[src/rtl/cu_cfg.svh]
/*
 * Control unit configuration: instruction, register file and memory
 * select widths shared by the package and the RTL
 */
`ifndef CU_CFG_SVH
`define CU_CFG_SVH

// Width of the opcode held in the instruction register
`define CU_IR_WIDTH 12

// Number of registers on the internal bus, one enable bit each
`define CU_REG_COUNT 16

// Width of the memory read select
`define CU_MEM_SEL_WIDTH 2

`endif

[src/rtl/cu_pkg.sv]
/*
 * Control unit types: opcodes, instruction classes, FSM states, ALU and
 * memory select codes, the register mask and the control word
 */
`default_nettype none

`include "cu_cfg.svh"

package cu_pkg;

    // One-hot register mask, bit 0 is AC and the top bit is DR
    typedef logic [`CU_REG_COUNT-1:0] reg_mask_t;

    localparam reg_mask_t REG_NONE   = 16'h0000;
    localparam reg_mask_t REG_AC     = 16'h0001;
    localparam reg_mask_t REG_PC     = 16'h0002;
    localparam reg_mask_t REG_AR     = 16'h0004;
    localparam reg_mask_t REG_IR     = 16'h0008;
    localparam reg_mask_t REG_R      = 16'h0010;
    localparam reg_mask_t REG_ROW    = 16'h0020;
    localparam reg_mask_t REG_CAT    = 16'h0040;
    localparam reg_mask_t REG_CB     = 16'h0080;
    localparam reg_mask_t REG_RNOW   = 16'h0100;
    localparam reg_mask_t REG_CATNOW = 16'h0200;
    localparam reg_mask_t REG_CBNOW  = 16'h0400;
    localparam reg_mask_t REG_ALPHAP = 16'h0800;
    localparam reg_mask_t REG_BETAP  = 16'h1000;
    localparam reg_mask_t REG_GAMMAP = 16'h2000;
    localparam reg_mask_t REG_TOTAL  = 16'h4000;
    localparam reg_mask_t REG_DR     = 16'h8000;

    typedef enum logic [`CU_IR_WIDTH-1:0] {
        CLR = 12'd0, LOAD, MUL, ADD, SUB, INC, JUMP, JUMPZ,
        MVAC_TOTAL = 12'd8, MVAC_ALPHAP, MVAC_BETAP, MVAC_GAMMAP, MVAC_R, MVAC_ROW,
        MVAC_CAT, MVAC_CB, MVAC_RNOW, MVAC_CATNOW, MVAC_CBNOW,
        MOV_TOTAL = 12'd19, MOV_ALPHAP, MOV_BETAP, MOV_GAMMAP, MOV_R, MOV_ROW,
        MOV_CAT, MOV_CB, MOV_RNOW, MOV_CATNOW, MOV_CBNOW,
        STORE = 12'd30, LOAD_REG, ENDOP
    } opcode_e;

    // All MVAC_x share one class, as do all MOV_x
    typedef enum logic [3:0] {
        CLS_CLR, CLS_LOAD, CLS_MUL, CLS_ADD, CLS_SUB, CLS_INC, CLS_JUMP,
        CLS_JUMPZ, CLS_MVAC, CLS_MOV, CLS_STORE, CLS_LOAD_REG, CLS_END, CLS_BAD
    } instr_class_e;

    typedef struct packed {
        instr_class_e cls;
        reg_mask_t    operand;   // Target register of a move, empty otherwise
    } decoded_instr_t;

    typedef enum logic [5:0] {
        IDLE, FETCH1, FETCH2, FETCH3, FETCH4,
        CLR1, LOAD1, LOAD2, LOAD3, LOAD4, LOAD5,
        MUL1, ADD1, SUB1, INC1, JUMP1, JUMP2, MVAC1, MOV1, STORE1, STORE2,
        LOAD_REG1, LOAD_REG2, LOAD_REG3,
        JUMPZ_TAKEN1, JUMPZ_TAKEN2, JUMPZ_TAKEN3, JUMPZ_SKIP1, JUMPZ_SKIP2,
        ENDOP1
    } cu_state_e;

    typedef enum logic [2:0] {
        ALU_IDLE = 3'd0, ALU_PASS = 3'd1, ALU_ADD = 3'd2, ALU_SUB = 3'd3,
        ALU_MUL = 3'd4, ALU_INC = 3'd5, ALU_ZERO = 3'd6
    } alu_op_e;

    // Selects which memory drives DR
    typedef enum logic [`CU_MEM_SEL_WIDTH-1:0] {
        MEM_NONE = 2'd0, MEM_DATA = 2'd1, MEM_INSTR = 2'd2
    } mem_sel_e;

    typedef struct packed {
        reg_mask_t write_en;   // Bus registers loaded at the end of the cycle
        reg_mask_t read_en;    // Bus registers driving the bus
        mem_sel_e  mem_read;
        logic      mem_write;
        alu_op_e   alu_op;
        logic      pc_inc;
    } ctrl_word_t;

    localparam ctrl_word_t CTRL_INACTIVE = '{
        write_en:  REG_NONE,
        read_en:   REG_NONE,
        mem_read:  MEM_NONE,
        mem_write: 1'b0,
        alu_op:    ALU_IDLE,
        pc_inc:    1'b0
    };

endpackage

`default_nettype wire

[src/rtl/opcode_decoder.sv]
/*
 * Opcode decoder: sorts the raw opcode into an instruction class and, for
 * the register moves, the one-hot mask of the register being moved
 */
`timescale 1ns/1ps
`default_nettype none

`include "cu_cfg.svh"

module opcode_decoder import cu_pkg::*;
(
    input  logic [`CU_IR_WIDTH-1:0] opcode,
    output decoded_instr_t          decoded
);

    opcode_e op;

    assign op = opcode_e'(opcode);

    always_comb
    begin
        case (op)
            CLR:      decoded.cls = CLS_CLR;
            LOAD:     decoded.cls = CLS_LOAD;
            MUL:      decoded.cls = CLS_MUL;
            ADD:      decoded.cls = CLS_ADD;
            SUB:      decoded.cls = CLS_SUB;
            INC:      decoded.cls = CLS_INC;
            JUMP:     decoded.cls = CLS_JUMP;
            JUMPZ:    decoded.cls = CLS_JUMPZ;
            MVAC_TOTAL, MVAC_ALPHAP, MVAC_BETAP, MVAC_GAMMAP, MVAC_R, MVAC_ROW,
            MVAC_CAT, MVAC_CB, MVAC_RNOW, MVAC_CATNOW, MVAC_CBNOW:
                decoded.cls = CLS_MVAC;
            MOV_TOTAL, MOV_ALPHAP, MOV_BETAP, MOV_GAMMAP, MOV_R, MOV_ROW,
            MOV_CAT, MOV_CB, MOV_RNOW, MOV_CATNOW, MOV_CBNOW:
                decoded.cls = CLS_MOV;
            STORE:    decoded.cls = CLS_STORE;
            LOAD_REG: decoded.cls = CLS_LOAD_REG;
            ENDOP:    decoded.cls = CLS_END;
            default:  decoded.cls = CLS_BAD;   // Anything above ENDOP
        endcase
    end

    // MVAC_x and MOV_x name the same register at the same offset in their group
    always_comb
    begin
        case (op)
            MVAC_TOTAL,  MOV_TOTAL:  decoded.operand = REG_TOTAL;
            MVAC_ALPHAP, MOV_ALPHAP: decoded.operand = REG_ALPHAP;
            MVAC_BETAP,  MOV_BETAP:  decoded.operand = REG_BETAP;
            MVAC_GAMMAP, MOV_GAMMAP: decoded.operand = REG_GAMMAP;
            MVAC_R,      MOV_R:      decoded.operand = REG_R;
            MVAC_ROW,    MOV_ROW:    decoded.operand = REG_ROW;
            MVAC_CAT,    MOV_CAT:    decoded.operand = REG_CAT;
            MVAC_CB,     MOV_CB:     decoded.operand = REG_CB;
            MVAC_RNOW,   MOV_RNOW:   decoded.operand = REG_RNOW;
            MVAC_CATNOW, MOV_CATNOW: decoded.operand = REG_CATNOW;
            MVAC_CBNOW,  MOV_CBNOW:  decoded.operand = REG_CBNOW;
            default:                 decoded.operand = REG_NONE;
        endcase
    end

endmodule

`default_nettype wire

[src/rtl/instr_sequencer.sv]
/*
 * Instruction sequencer: steps through fetch and the execute states of the
 * decoded instruction and holds the move operand for the execute phase
 */
`timescale 1ns/1ps
`default_nettype none

module instr_sequencer import cu_pkg::*;
(
    input  logic           clk,
    input  logic           reset,
    input  logic           start,
    input  logic           zflag,
    input  decoded_instr_t decoded,
    output cu_state_e      state,
    output reg_mask_t      operand
);

    cu_state_e state_next;

    always_ff @(posedge clk)
    begin
        if (reset)
        begin
            state <= IDLE;
        end
        else
        begin
            state <= state_next;
        end
    end

    // The opcode is stable from FETCH4, so the operand is taken as FETCH4 ends
    always_ff @(posedge clk)
    begin
        if (reset)
        begin
            operand <= REG_NONE;
        end
        else if (state == FETCH4)
        begin
            operand <= decoded.operand;
        end
    end

    always_comb
    begin
        case (state)
            IDLE:         state_next = start ? FETCH1 : IDLE;
            FETCH1:       state_next = FETCH2;
            FETCH2:       state_next = FETCH3;
            FETCH3:       state_next = FETCH4;
            FETCH4:
            begin
                // Dispatch on the class, the zero flag only matters for JUMPZ
                case (decoded.cls)
                    CLS_CLR:      state_next = CLR1;
                    CLS_LOAD:     state_next = LOAD1;
                    CLS_MUL:      state_next = MUL1;
                    CLS_ADD:      state_next = ADD1;
                    CLS_SUB:      state_next = SUB1;
                    CLS_INC:      state_next = INC1;
                    CLS_JUMP:     state_next = JUMP1;
                    CLS_JUMPZ:    state_next = zflag ? JUMPZ_TAKEN1 : JUMPZ_SKIP1;
                    CLS_MVAC:     state_next = MVAC1;
                    CLS_MOV:      state_next = MOV1;
                    CLS_STORE:    state_next = STORE1;
                    CLS_LOAD_REG: state_next = LOAD_REG1;
                    CLS_END:      state_next = ENDOP1;
                    default:      state_next = IDLE;   // Undefined opcode stops the unit
                endcase
            end
            LOAD1:        state_next = LOAD2;
            LOAD2:        state_next = LOAD3;
            LOAD3:        state_next = LOAD4;   // Wait for the data memory
            LOAD4:        state_next = LOAD5;
            JUMP1:        state_next = JUMP2;
            STORE1:       state_next = STORE2;
            LOAD_REG1:    state_next = LOAD_REG2;
            LOAD_REG2:    state_next = LOAD_REG3;
            JUMPZ_TAKEN1: state_next = JUMPZ_TAKEN2;
            JUMPZ_TAKEN2: state_next = JUMPZ_TAKEN3;
            JUMPZ_SKIP1:  state_next = JUMPZ_SKIP2;
            CLR1, LOAD5, MUL1, ADD1, SUB1, INC1, JUMP2, MVAC1, MOV1, STORE2,
            LOAD_REG3, JUMPZ_TAKEN3, JUMPZ_SKIP2:
                state_next = FETCH1;
            ENDOP1:       state_next = IDLE;
            default:      state_next = IDLE;
        endcase
    end

endmodule

`default_nettype wire

[src/rtl/control_word_gen.sv]
/*
 * Control word generator: one control word per FSM state, with the move
 * operand steering the register enables in MVAC1 and MOV1
 */
`timescale 1ns/1ps
`default_nettype none

module control_word_gen import cu_pkg::*;
(
    input  cu_state_e  state,
    input  reg_mask_t  operand,
    output ctrl_word_t ctrl
);

    always_comb
    begin
        ctrl = CTRL_INACTIVE;   // Fields a state does not name stay inactive
        case (state)
            FETCH1:
            begin
                ctrl.write_en = REG_AR;   // AR <- PC
                ctrl.read_en  = REG_PC;
            end
            FETCH2:
            begin
                // DR takes the instruction word while PC moves on
                ctrl.write_en = REG_DR;
                ctrl.mem_read = MEM_INSTR;
                ctrl.pc_inc   = 1'b1;
            end
            FETCH3:
            begin
                ctrl.write_en = REG_IR | REG_AR;
                ctrl.read_en  = REG_DR | REG_PC;
            end
            CLR1:
            begin
                ctrl.write_en = REG_AC;
                ctrl.alu_op   = ALU_ZERO;
            end
            LOAD1:
            begin
                ctrl.write_en = REG_DR;   // Address word follows the opcode
                ctrl.mem_read = MEM_INSTR;
            end
            LOAD2:
            begin
                ctrl.write_en = REG_AR;
                ctrl.read_en  = REG_DR;
            end
            LOAD3:        ctrl.pc_inc = 1'b1;
            LOAD4:
            begin
                ctrl.write_en = REG_DR;
                ctrl.mem_read = MEM_DATA;
            end
            LOAD5, LOAD_REG3:
            begin
                ctrl.write_en = REG_AC;   // AC <- DR through the ALU
                ctrl.read_en  = REG_DR;
                ctrl.alu_op   = ALU_PASS;
            end
            MUL1, ADD1, SUB1:
            begin
                ctrl.write_en = REG_AC;
                ctrl.read_en  = REG_R;
                ctrl.alu_op   = (state == MUL1) ? ALU_MUL :
                                (state == ADD1) ? ALU_ADD : ALU_SUB;
            end
            INC1:
            begin
                ctrl.write_en = REG_AC;
                ctrl.alu_op   = ALU_INC;
            end
            JUMP1, JUMPZ_TAKEN1:
            begin
                // Jump target is the word after the opcode
                ctrl.write_en = REG_DR;
                ctrl.mem_read = MEM_INSTR;
                ctrl.pc_inc   = 1'b1;
            end
            JUMP2, JUMPZ_TAKEN2:
            begin
                ctrl.write_en = REG_PC;
                ctrl.read_en  = REG_DR;
            end
            JUMPZ_TAKEN3, JUMPZ_SKIP2:
            begin
                ctrl.write_en = REG_AR;
                ctrl.read_en  = REG_PC;
            end
            JUMPZ_SKIP1:  ctrl.pc_inc = 1'b1;   // Step over the unused target word
            MVAC1:
            begin
                ctrl.write_en = operand;
                ctrl.read_en  = REG_AC;
            end
            MOV1:
            begin
                ctrl.write_en = REG_AC;
                ctrl.read_en  = operand;
                ctrl.alu_op   = ALU_PASS;
            end
            STORE1:
            begin
                ctrl.write_en = REG_AR;   // GAMMAP holds the store address
                ctrl.read_en  = REG_GAMMAP;
            end
            STORE2:
            begin
                ctrl.write_en  = REG_DR;
                ctrl.read_en   = REG_AC;
                ctrl.mem_write = 1'b1;
            end
            LOAD_REG1:
            begin
                ctrl.write_en = REG_AR;
                ctrl.read_en  = REG_AC;
                ctrl.mem_read = MEM_DATA;
            end
            LOAD_REG2:
            begin
                ctrl.write_en = REG_DR;
                ctrl.mem_read = MEM_DATA;
            end
            IDLE, FETCH4, ENDOP1: ctrl = CTRL_INACTIVE;
            default:              ctrl = CTRL_INACTIVE;
        endcase
    end

endmodule

`default_nettype wire

[src/rtl/control_unit.sv]
/*
 * Control unit of the accumulator processor: decoder, sequencer and
 * control word generator
 */
`timescale 1ns/1ps
`default_nettype none

`include "cu_cfg.svh"

module control_unit import cu_pkg::*;
(
    input  logic                    clk,
    input  logic                    reset,
    input  logic                    start,
    input  logic                    zflag,
    input  logic [`CU_IR_WIDTH-1:0] opcode,
    output ctrl_word_t              ctrl
);

    decoded_instr_t decoded;
    cu_state_e      state;
    reg_mask_t      operand;   // Move target held through the execute phase

    opcode_decoder i_opcode_decoder (
        .opcode  (opcode),
        .decoded (decoded)
    );

    instr_sequencer i_instr_sequencer (
        .clk     (clk),
        .reset   (reset),
        .start   (start),
        .zflag   (zflag),
        .decoded (decoded),
        .state   (state),
        .operand (operand)
    );

    control_word_gen i_control_word_gen (
        .state   (state),
        .operand (operand),
        .ctrl    (ctrl)
    );

endmodule

`default_nettype wire

[config.mk]
export PLATFORM = sky130hd
export DESIGN_NAME = control_unit
export DESIGN_NICKNAME = d
export VERILOG_FILES = /design/src/rtl/cu_pkg.sv /design/src/rtl/opcode_decoder.sv /design/src/rtl/instr_sequencer.sv /design/src/rtl/control_word_gen.sv /design/src/rtl/control_unit.sv
export VERILOG_INCLUDE_DIRS = /design/src /design/src/rtl
export SDC_FILE = /design/constraint.sdc
export NUM_CORES = 1
export LEC_CHECK = 0
export BUFFER_PORTS_ARGS = -buffer_cell sky130_fd_sc_hd__buf_2
export CORE_MARGIN = 5
export CORE_UTILIZATION = 52
export DETAILED_ROUTE_END_ITERATION = 12
export HOLD_SLACK_MARGIN = 0.06
export PLACE_DENSITY = 0.92
export SLEW_MARGIN = 15
export SYNTH_ARGS = -nofsm -noshare
export SYNTH_HDL_FRONTEND = slang
export SYNTH_SLANG_ARGS = --single-unit
[constraint.sdc]
create_clock -name clk -period 2.24 [get_ports clk]
set_input_delay 0.112 -clock clk [delete_from_list [all_inputs] [get_ports clk]]
set_output_delay 0.112 -clock clk [all_outputs]
set_load 0.05 [all_outputs]
# Yosys cells after proc, flatten, opt, wreduce, memory -nomap -nowiden

Memories as Yosys holds them, arrays and structs flattened.
Index checks and enable logic that the tools add are counted.

Add/subtract/negate cells: 0
Multiply operators: 0
Div/mod/pow operators: 0
Order comparisons: 0
Equal/unequal tests: 40
Shift operators: 0
Multiplexer cells: 14
Bitwise logic cells: 0
Reduce and logical (&&, ||, !) cells: 17

Operators by type and width:

| kind                                                | count |
|---|---|
| one-hot mux 16 bit (7 select lines)                 | 1 |
| one-hot mux 6 bit (17 select lines)                 | 1 |
| one-hot mux 16 bit (6 select lines)                 | 1 |
| equality test 6 x 5 -> 1 bit, second input constant | 13 |
| one-hot mux 6 bit (13 select lines)                 | 1 |
| equality test 6 x 4 -> 1 bit, second input constant | 8 |
| equality test 6 x 3 -> 1 bit, second input constant | 4 |
| equality test 4 bit, second input constant          | 5 |
| equality test 4 x 3 -> 1 bit, second input constant | 4 |
| 2-to-1 mux 16 bit                                   | 1 |
| OR reduction 3 bit                                  | 5 |
| OR reduction 13 bit                                 | 1 |
| equality test 6 x 2 -> 1 bit, second input constant | 2 |
| logical NOT 6 bit                                   | 2 |
| one-hot mux 3 bit (4 select lines)                  | 1 |
| OR reduction 5 bit                                  | 2 |
| equality test 4 x 2 -> 1 bit, second input constant | 2 |
| OR reduction 8 bit                                  | 1 |
| logical NOT 7 bit                                   | 1 |
| OR reduction 7 bit                                  | 1 |
| equality test 6 x 1 -> 1 bit, second input constant | 1 |
| OR reduction 6 bit                                  | 1 |
| equality test 4 x 1 -> 1 bit, second input constant | 1 |
| logical NOT 4 bit                                   | 1 |
| other kinds (7)                                     | 10 |

Flip-flop bits (word level): 22
Bits in latches: 0
RAM bits: 0
Memory bits (read-only): 608
Bits of input ports: 16
Output and inout port bits: 39
Logic and storage cells: 75
Memories kept: 2

Memory list:

| name            | words | width | rd ports | clocked after memory_dff | wr ports | RTL line             | text |
|---|---|---|---|---|---|---|---|
| (no name shown) | 32    | 11    | 1        | 0                        | 0        | opcode_decoder.sv:47 | `case (op)` |
| (no name shown) | 64    | 4     | 1        | 0                        | 0        | opcode_decoder.sv:22 | `case (op)` |

# Longest topological paths before layout

Word-level depth: 5
Gate-level depth with buffers: 7
Gate-level depth less buffers: 5

# Cells and area by module

Synthesis repeated with hierarchy kept, for this count alone.

Cell total of the unflattened synthesis: 329
Area total of the unflattened synthesis: 2,359.8 um2

By module, submodules not included:

| module           | times used | cells an instance | area an instance (um2) | seq. area each (um2) |
|---|---|---|---|---|
| instr_sequencer  | 1          | 145               | 1,108.6                | 420.4 |
| control_word_gen | 1          | 120               | 765.7                  | 0.0 |
| opcode_decoder   | 1          | 64                | 485.5                  | 0.0 |

# Least setup slack after synthesis

No wires, ideal clock.

Path type: register to output
Start point: register i_instr_sequencer.state[0]
End point: output ctrl[2] (netlist bit)
Arrival time: 2.663 ns
Required time: 2.128 ns
Slack: -0.535 ns
Cell stages (with the launch flop): 5
Path buffers: 2
Cells stage by stage: dfxtp_1 -> clkbuf_1 -> clkbuf_1 -> nor2_1 -> nor4b_1

RTL lines:

| element                | RTL line              | text |
|---|---|---|
| start, declared        | instr_sequencer.sv:15 | `output cu_state_e state,` |
| start signal, assigned | instr_sequencer.sv:29 | `state <= state_next;` |
| end, declared          | control_unit.sv:17    | `output ctrl_word_t ctrl` |

==> results.cfg <==
[setup_path]
reg2reg_from = i_instr_sequencer.state[4]
critPathSlowestCell = dfxtp_1
critPathTopFamily = flip-flops
startpoint_type = flop
path_cells = nand2b_1 > nor4_2 > buf_4 > and2_1 > buf_2
crit_buf_inv = 2
crit_type = reg2out
critPathLaunch = i_instr_sequencer.state[4]
path_max_fanout = 12
required_ns = 2.13
critPathArrivalTime_ns = 1.96
max_stage_delay_ns = 0.62
endpoint_kind = output port

[clock_tree]
clock_latency_ns = 0.29
root_buffer = clkbuf_4
cts_tree = done
holdBufCountCts = 0
clk_path_buf_depth = 2
numClockSinks = 16
cts_made_buffers = 3
cts.clk_slew.worst_paths_ns = 0.09
htree_levels = 1

[logic_synthesis]
synthCells = 271
synthArstFlopShare_pct = 0
synth_top_area_share_pct = 18.0
seq_area_frac_synth_pct = 18.0
synth-xor-area-share_pct = 0.985
synth-simple-area-share_pct = 42.0
synth_compound_area_share_pct = 28.8
synthesis.area_sq_um = 1780
synth_top_family_by_area = simple AND/OR/NAND/NOR gates
synth_warnings = 0
synth_area_leaders = dfxtp_1, a21oi_1, and2_1
yosys.area.top_type = dfxtp_1
synth_edf_count = 0
synthTopCellsByCount = nand2_1, a21oi_1, clkbuf_1
yosysMostFrequentCell = nand2_1
synth_ff_type = dfxtp_1
synth.avg_cell_area_sq_um = 6.56
muxShareOfSynthArea_pct = 1.83
synth-seq-cells = 16
synthAdderAreaFrac_pct = 0
synth_cell_types = 56

[placed_design]
numPortBuffers = 52
hpwlAfterDp_microns = 3800
preCtsSetupSlack_ns = 0.306
place_area_sq_um = 2060
dp_cells = 351
globalplace.congestion = 0.946

[drt]
wl_per_cell_microns = 14.0
drc = 0
vias = 2176
drt_first_pass_iters = 6
viasPerCell = 6.13
detail-route-antenna-nets = 0
routed_wl_microns = 4990
drtIter0Drc = 213

[floorplanning]
placementRows = 21
ios = 55
die-area_sq_um = 4690
core_area_sq_um = 3310
dieHeight_microns = 68.5
initial_core_util_pct = 53.7
die_x_microns = 68.5

[finish]
drive_gt1_share_pct = 27.5
n_fill_cell = 310
syn_to_final_growth_pct = 18.6
fin_cells = 355
finalNetCount = 326
n_antenna_cell = 0
postLayoutCellArea_sq_um = 2110

[timing]
final_max_slew_viol_count = 0
tns_ns = 0
finalWorstSetupSlack_ns = 0.173
min_period_ns = 2.07
clock_skew_ns = 0.00429
max_freq_mhz = 484
rsz0062_at_grt = false
setup_violations = 0
timing_hold_violations_final = 0
fin_crit_sh_pct = 92.3

[job]
drv_cap = 0

[global_routing]
grt_pass1_vias = 1724
grt_overflow = 0
grtUsageTotal_pct = 21.6
grt_max_degree = 25
antenna_found_initial = 0
grt_pass1_wl_microns = 7930

[power]
p_leak_uw = 0.000899
ir_drop_uv = 152
power.density_nw_per_um2 = 353

[outcome]
status = finished, final reports clean

[hold_path]
hp-class = in2reg
hp-start = start
==> final cells by class <==
type	count	area, sq um	share of cell area (%)
well taps	46	57.6	2.73
multi-input cells	222	1340	63.4
repair buffers	62	335	15.9
flip-flops and latches	16	323	15.3
inverters	5	18.8	0.890
clock buffers	4	36.3	1.72
==> final timing paths <==
kind / to / cells after the start / slack (ns)
worst max register to register: i_instr_sequencer.state[2] / 5 / 0.39
worst min-delay path: i_instr_sequencer.state[0] / 3 / 0.14
worst max-delay path: ctrl[37] / 5 / 0.17
worst min register to register: i_instr_sequencer.operand[9] / 2 / 0.46
==> cell families after synthesis <==
| logic type | Yosys count |
|---|---|
| xor gates and xnor gates | 2 |
| DFF | 16 |
| buffers and inverters | 34 |
| other | 1 |
| AOI/OAI and AO/OA | 79 |
| and+or+nand+nor | 136 |
| muxes | 3 |
==> flip-flops by register name (all words and copies together), names as in the netlist <==
| name | flops |
|---|---|
| i_instr_sequencer.operand | 11 |
| i_instr_sequencer.state | 5 |
==> metal layers <==
layer	GRT usage [%]	vias to the layer above	wire length (microns)
met4	5.46	0	103
met3	2.63	15	493
met1	30.4	968	2120
met2	34.7	138	2270
li1	-	1055	-
met5	0	-	0
==> tightest hold or removal path, stage by stage <==
cell and delay [ns]:
buf_2 0.08, a221oi_1 0.10, a21oi_1 0.12
==> power breakdown <==
group | switching (uW) | total, uW | leakage [uW] | internal (uW)
combinational | 171 | 253 | 0.000748 | 81.7
sequential | 11.0 | 300 | 0.000130 | 289
clock | 91.9 | 191 | 0.0000210 | 99.2
total | 274 | 743 | 0.000899 | 470
==> stage by stage <==
step	hold slack [ns]	utilization (%)	total power, uW
after floorplan	0.181	-	500
after global placement	0.428	62.2	546
after detailed placement	0.436	62.2	552
after CTS	0.133	63.4	740
after global routing	0.156	63.7	781
final	0.143	63.7	743
==> what timing repair did <==
action | 4_1_cts | 5_1_grt
resized for setup | 1 | 3
setup endpoints to repair | 11 | 21
buffers inserted | 0 | 0
==> cells in the final DEF (no fill, tap or decap), types with 3 or more instances in the layout <==
master,synthesis,layout
buf_2,2,52
nand2_1,30,30
a21oi_1,27,27
and2_1,21,21
nor2_1,19,18
dfxtp_1,16,14
buf_4,2,10
nor3_1,9,9
o21ai_0,9,9
nand3_1,9,9
nand2b_1,8,8
o21ai_1,7,7
o22ai_1,7,7
nand4_1,7,7
nor2b_1,6,6
and3_1,5,5
a32o_1,4,4
or2_1,4,4
inv_2,3,3
nor4_2,1,3
a31oi_1,3,3
o211ai_1,3,3
o21bai_1,3,3
clkbuf_4,0,3
(Power assumes the default switching activity.)
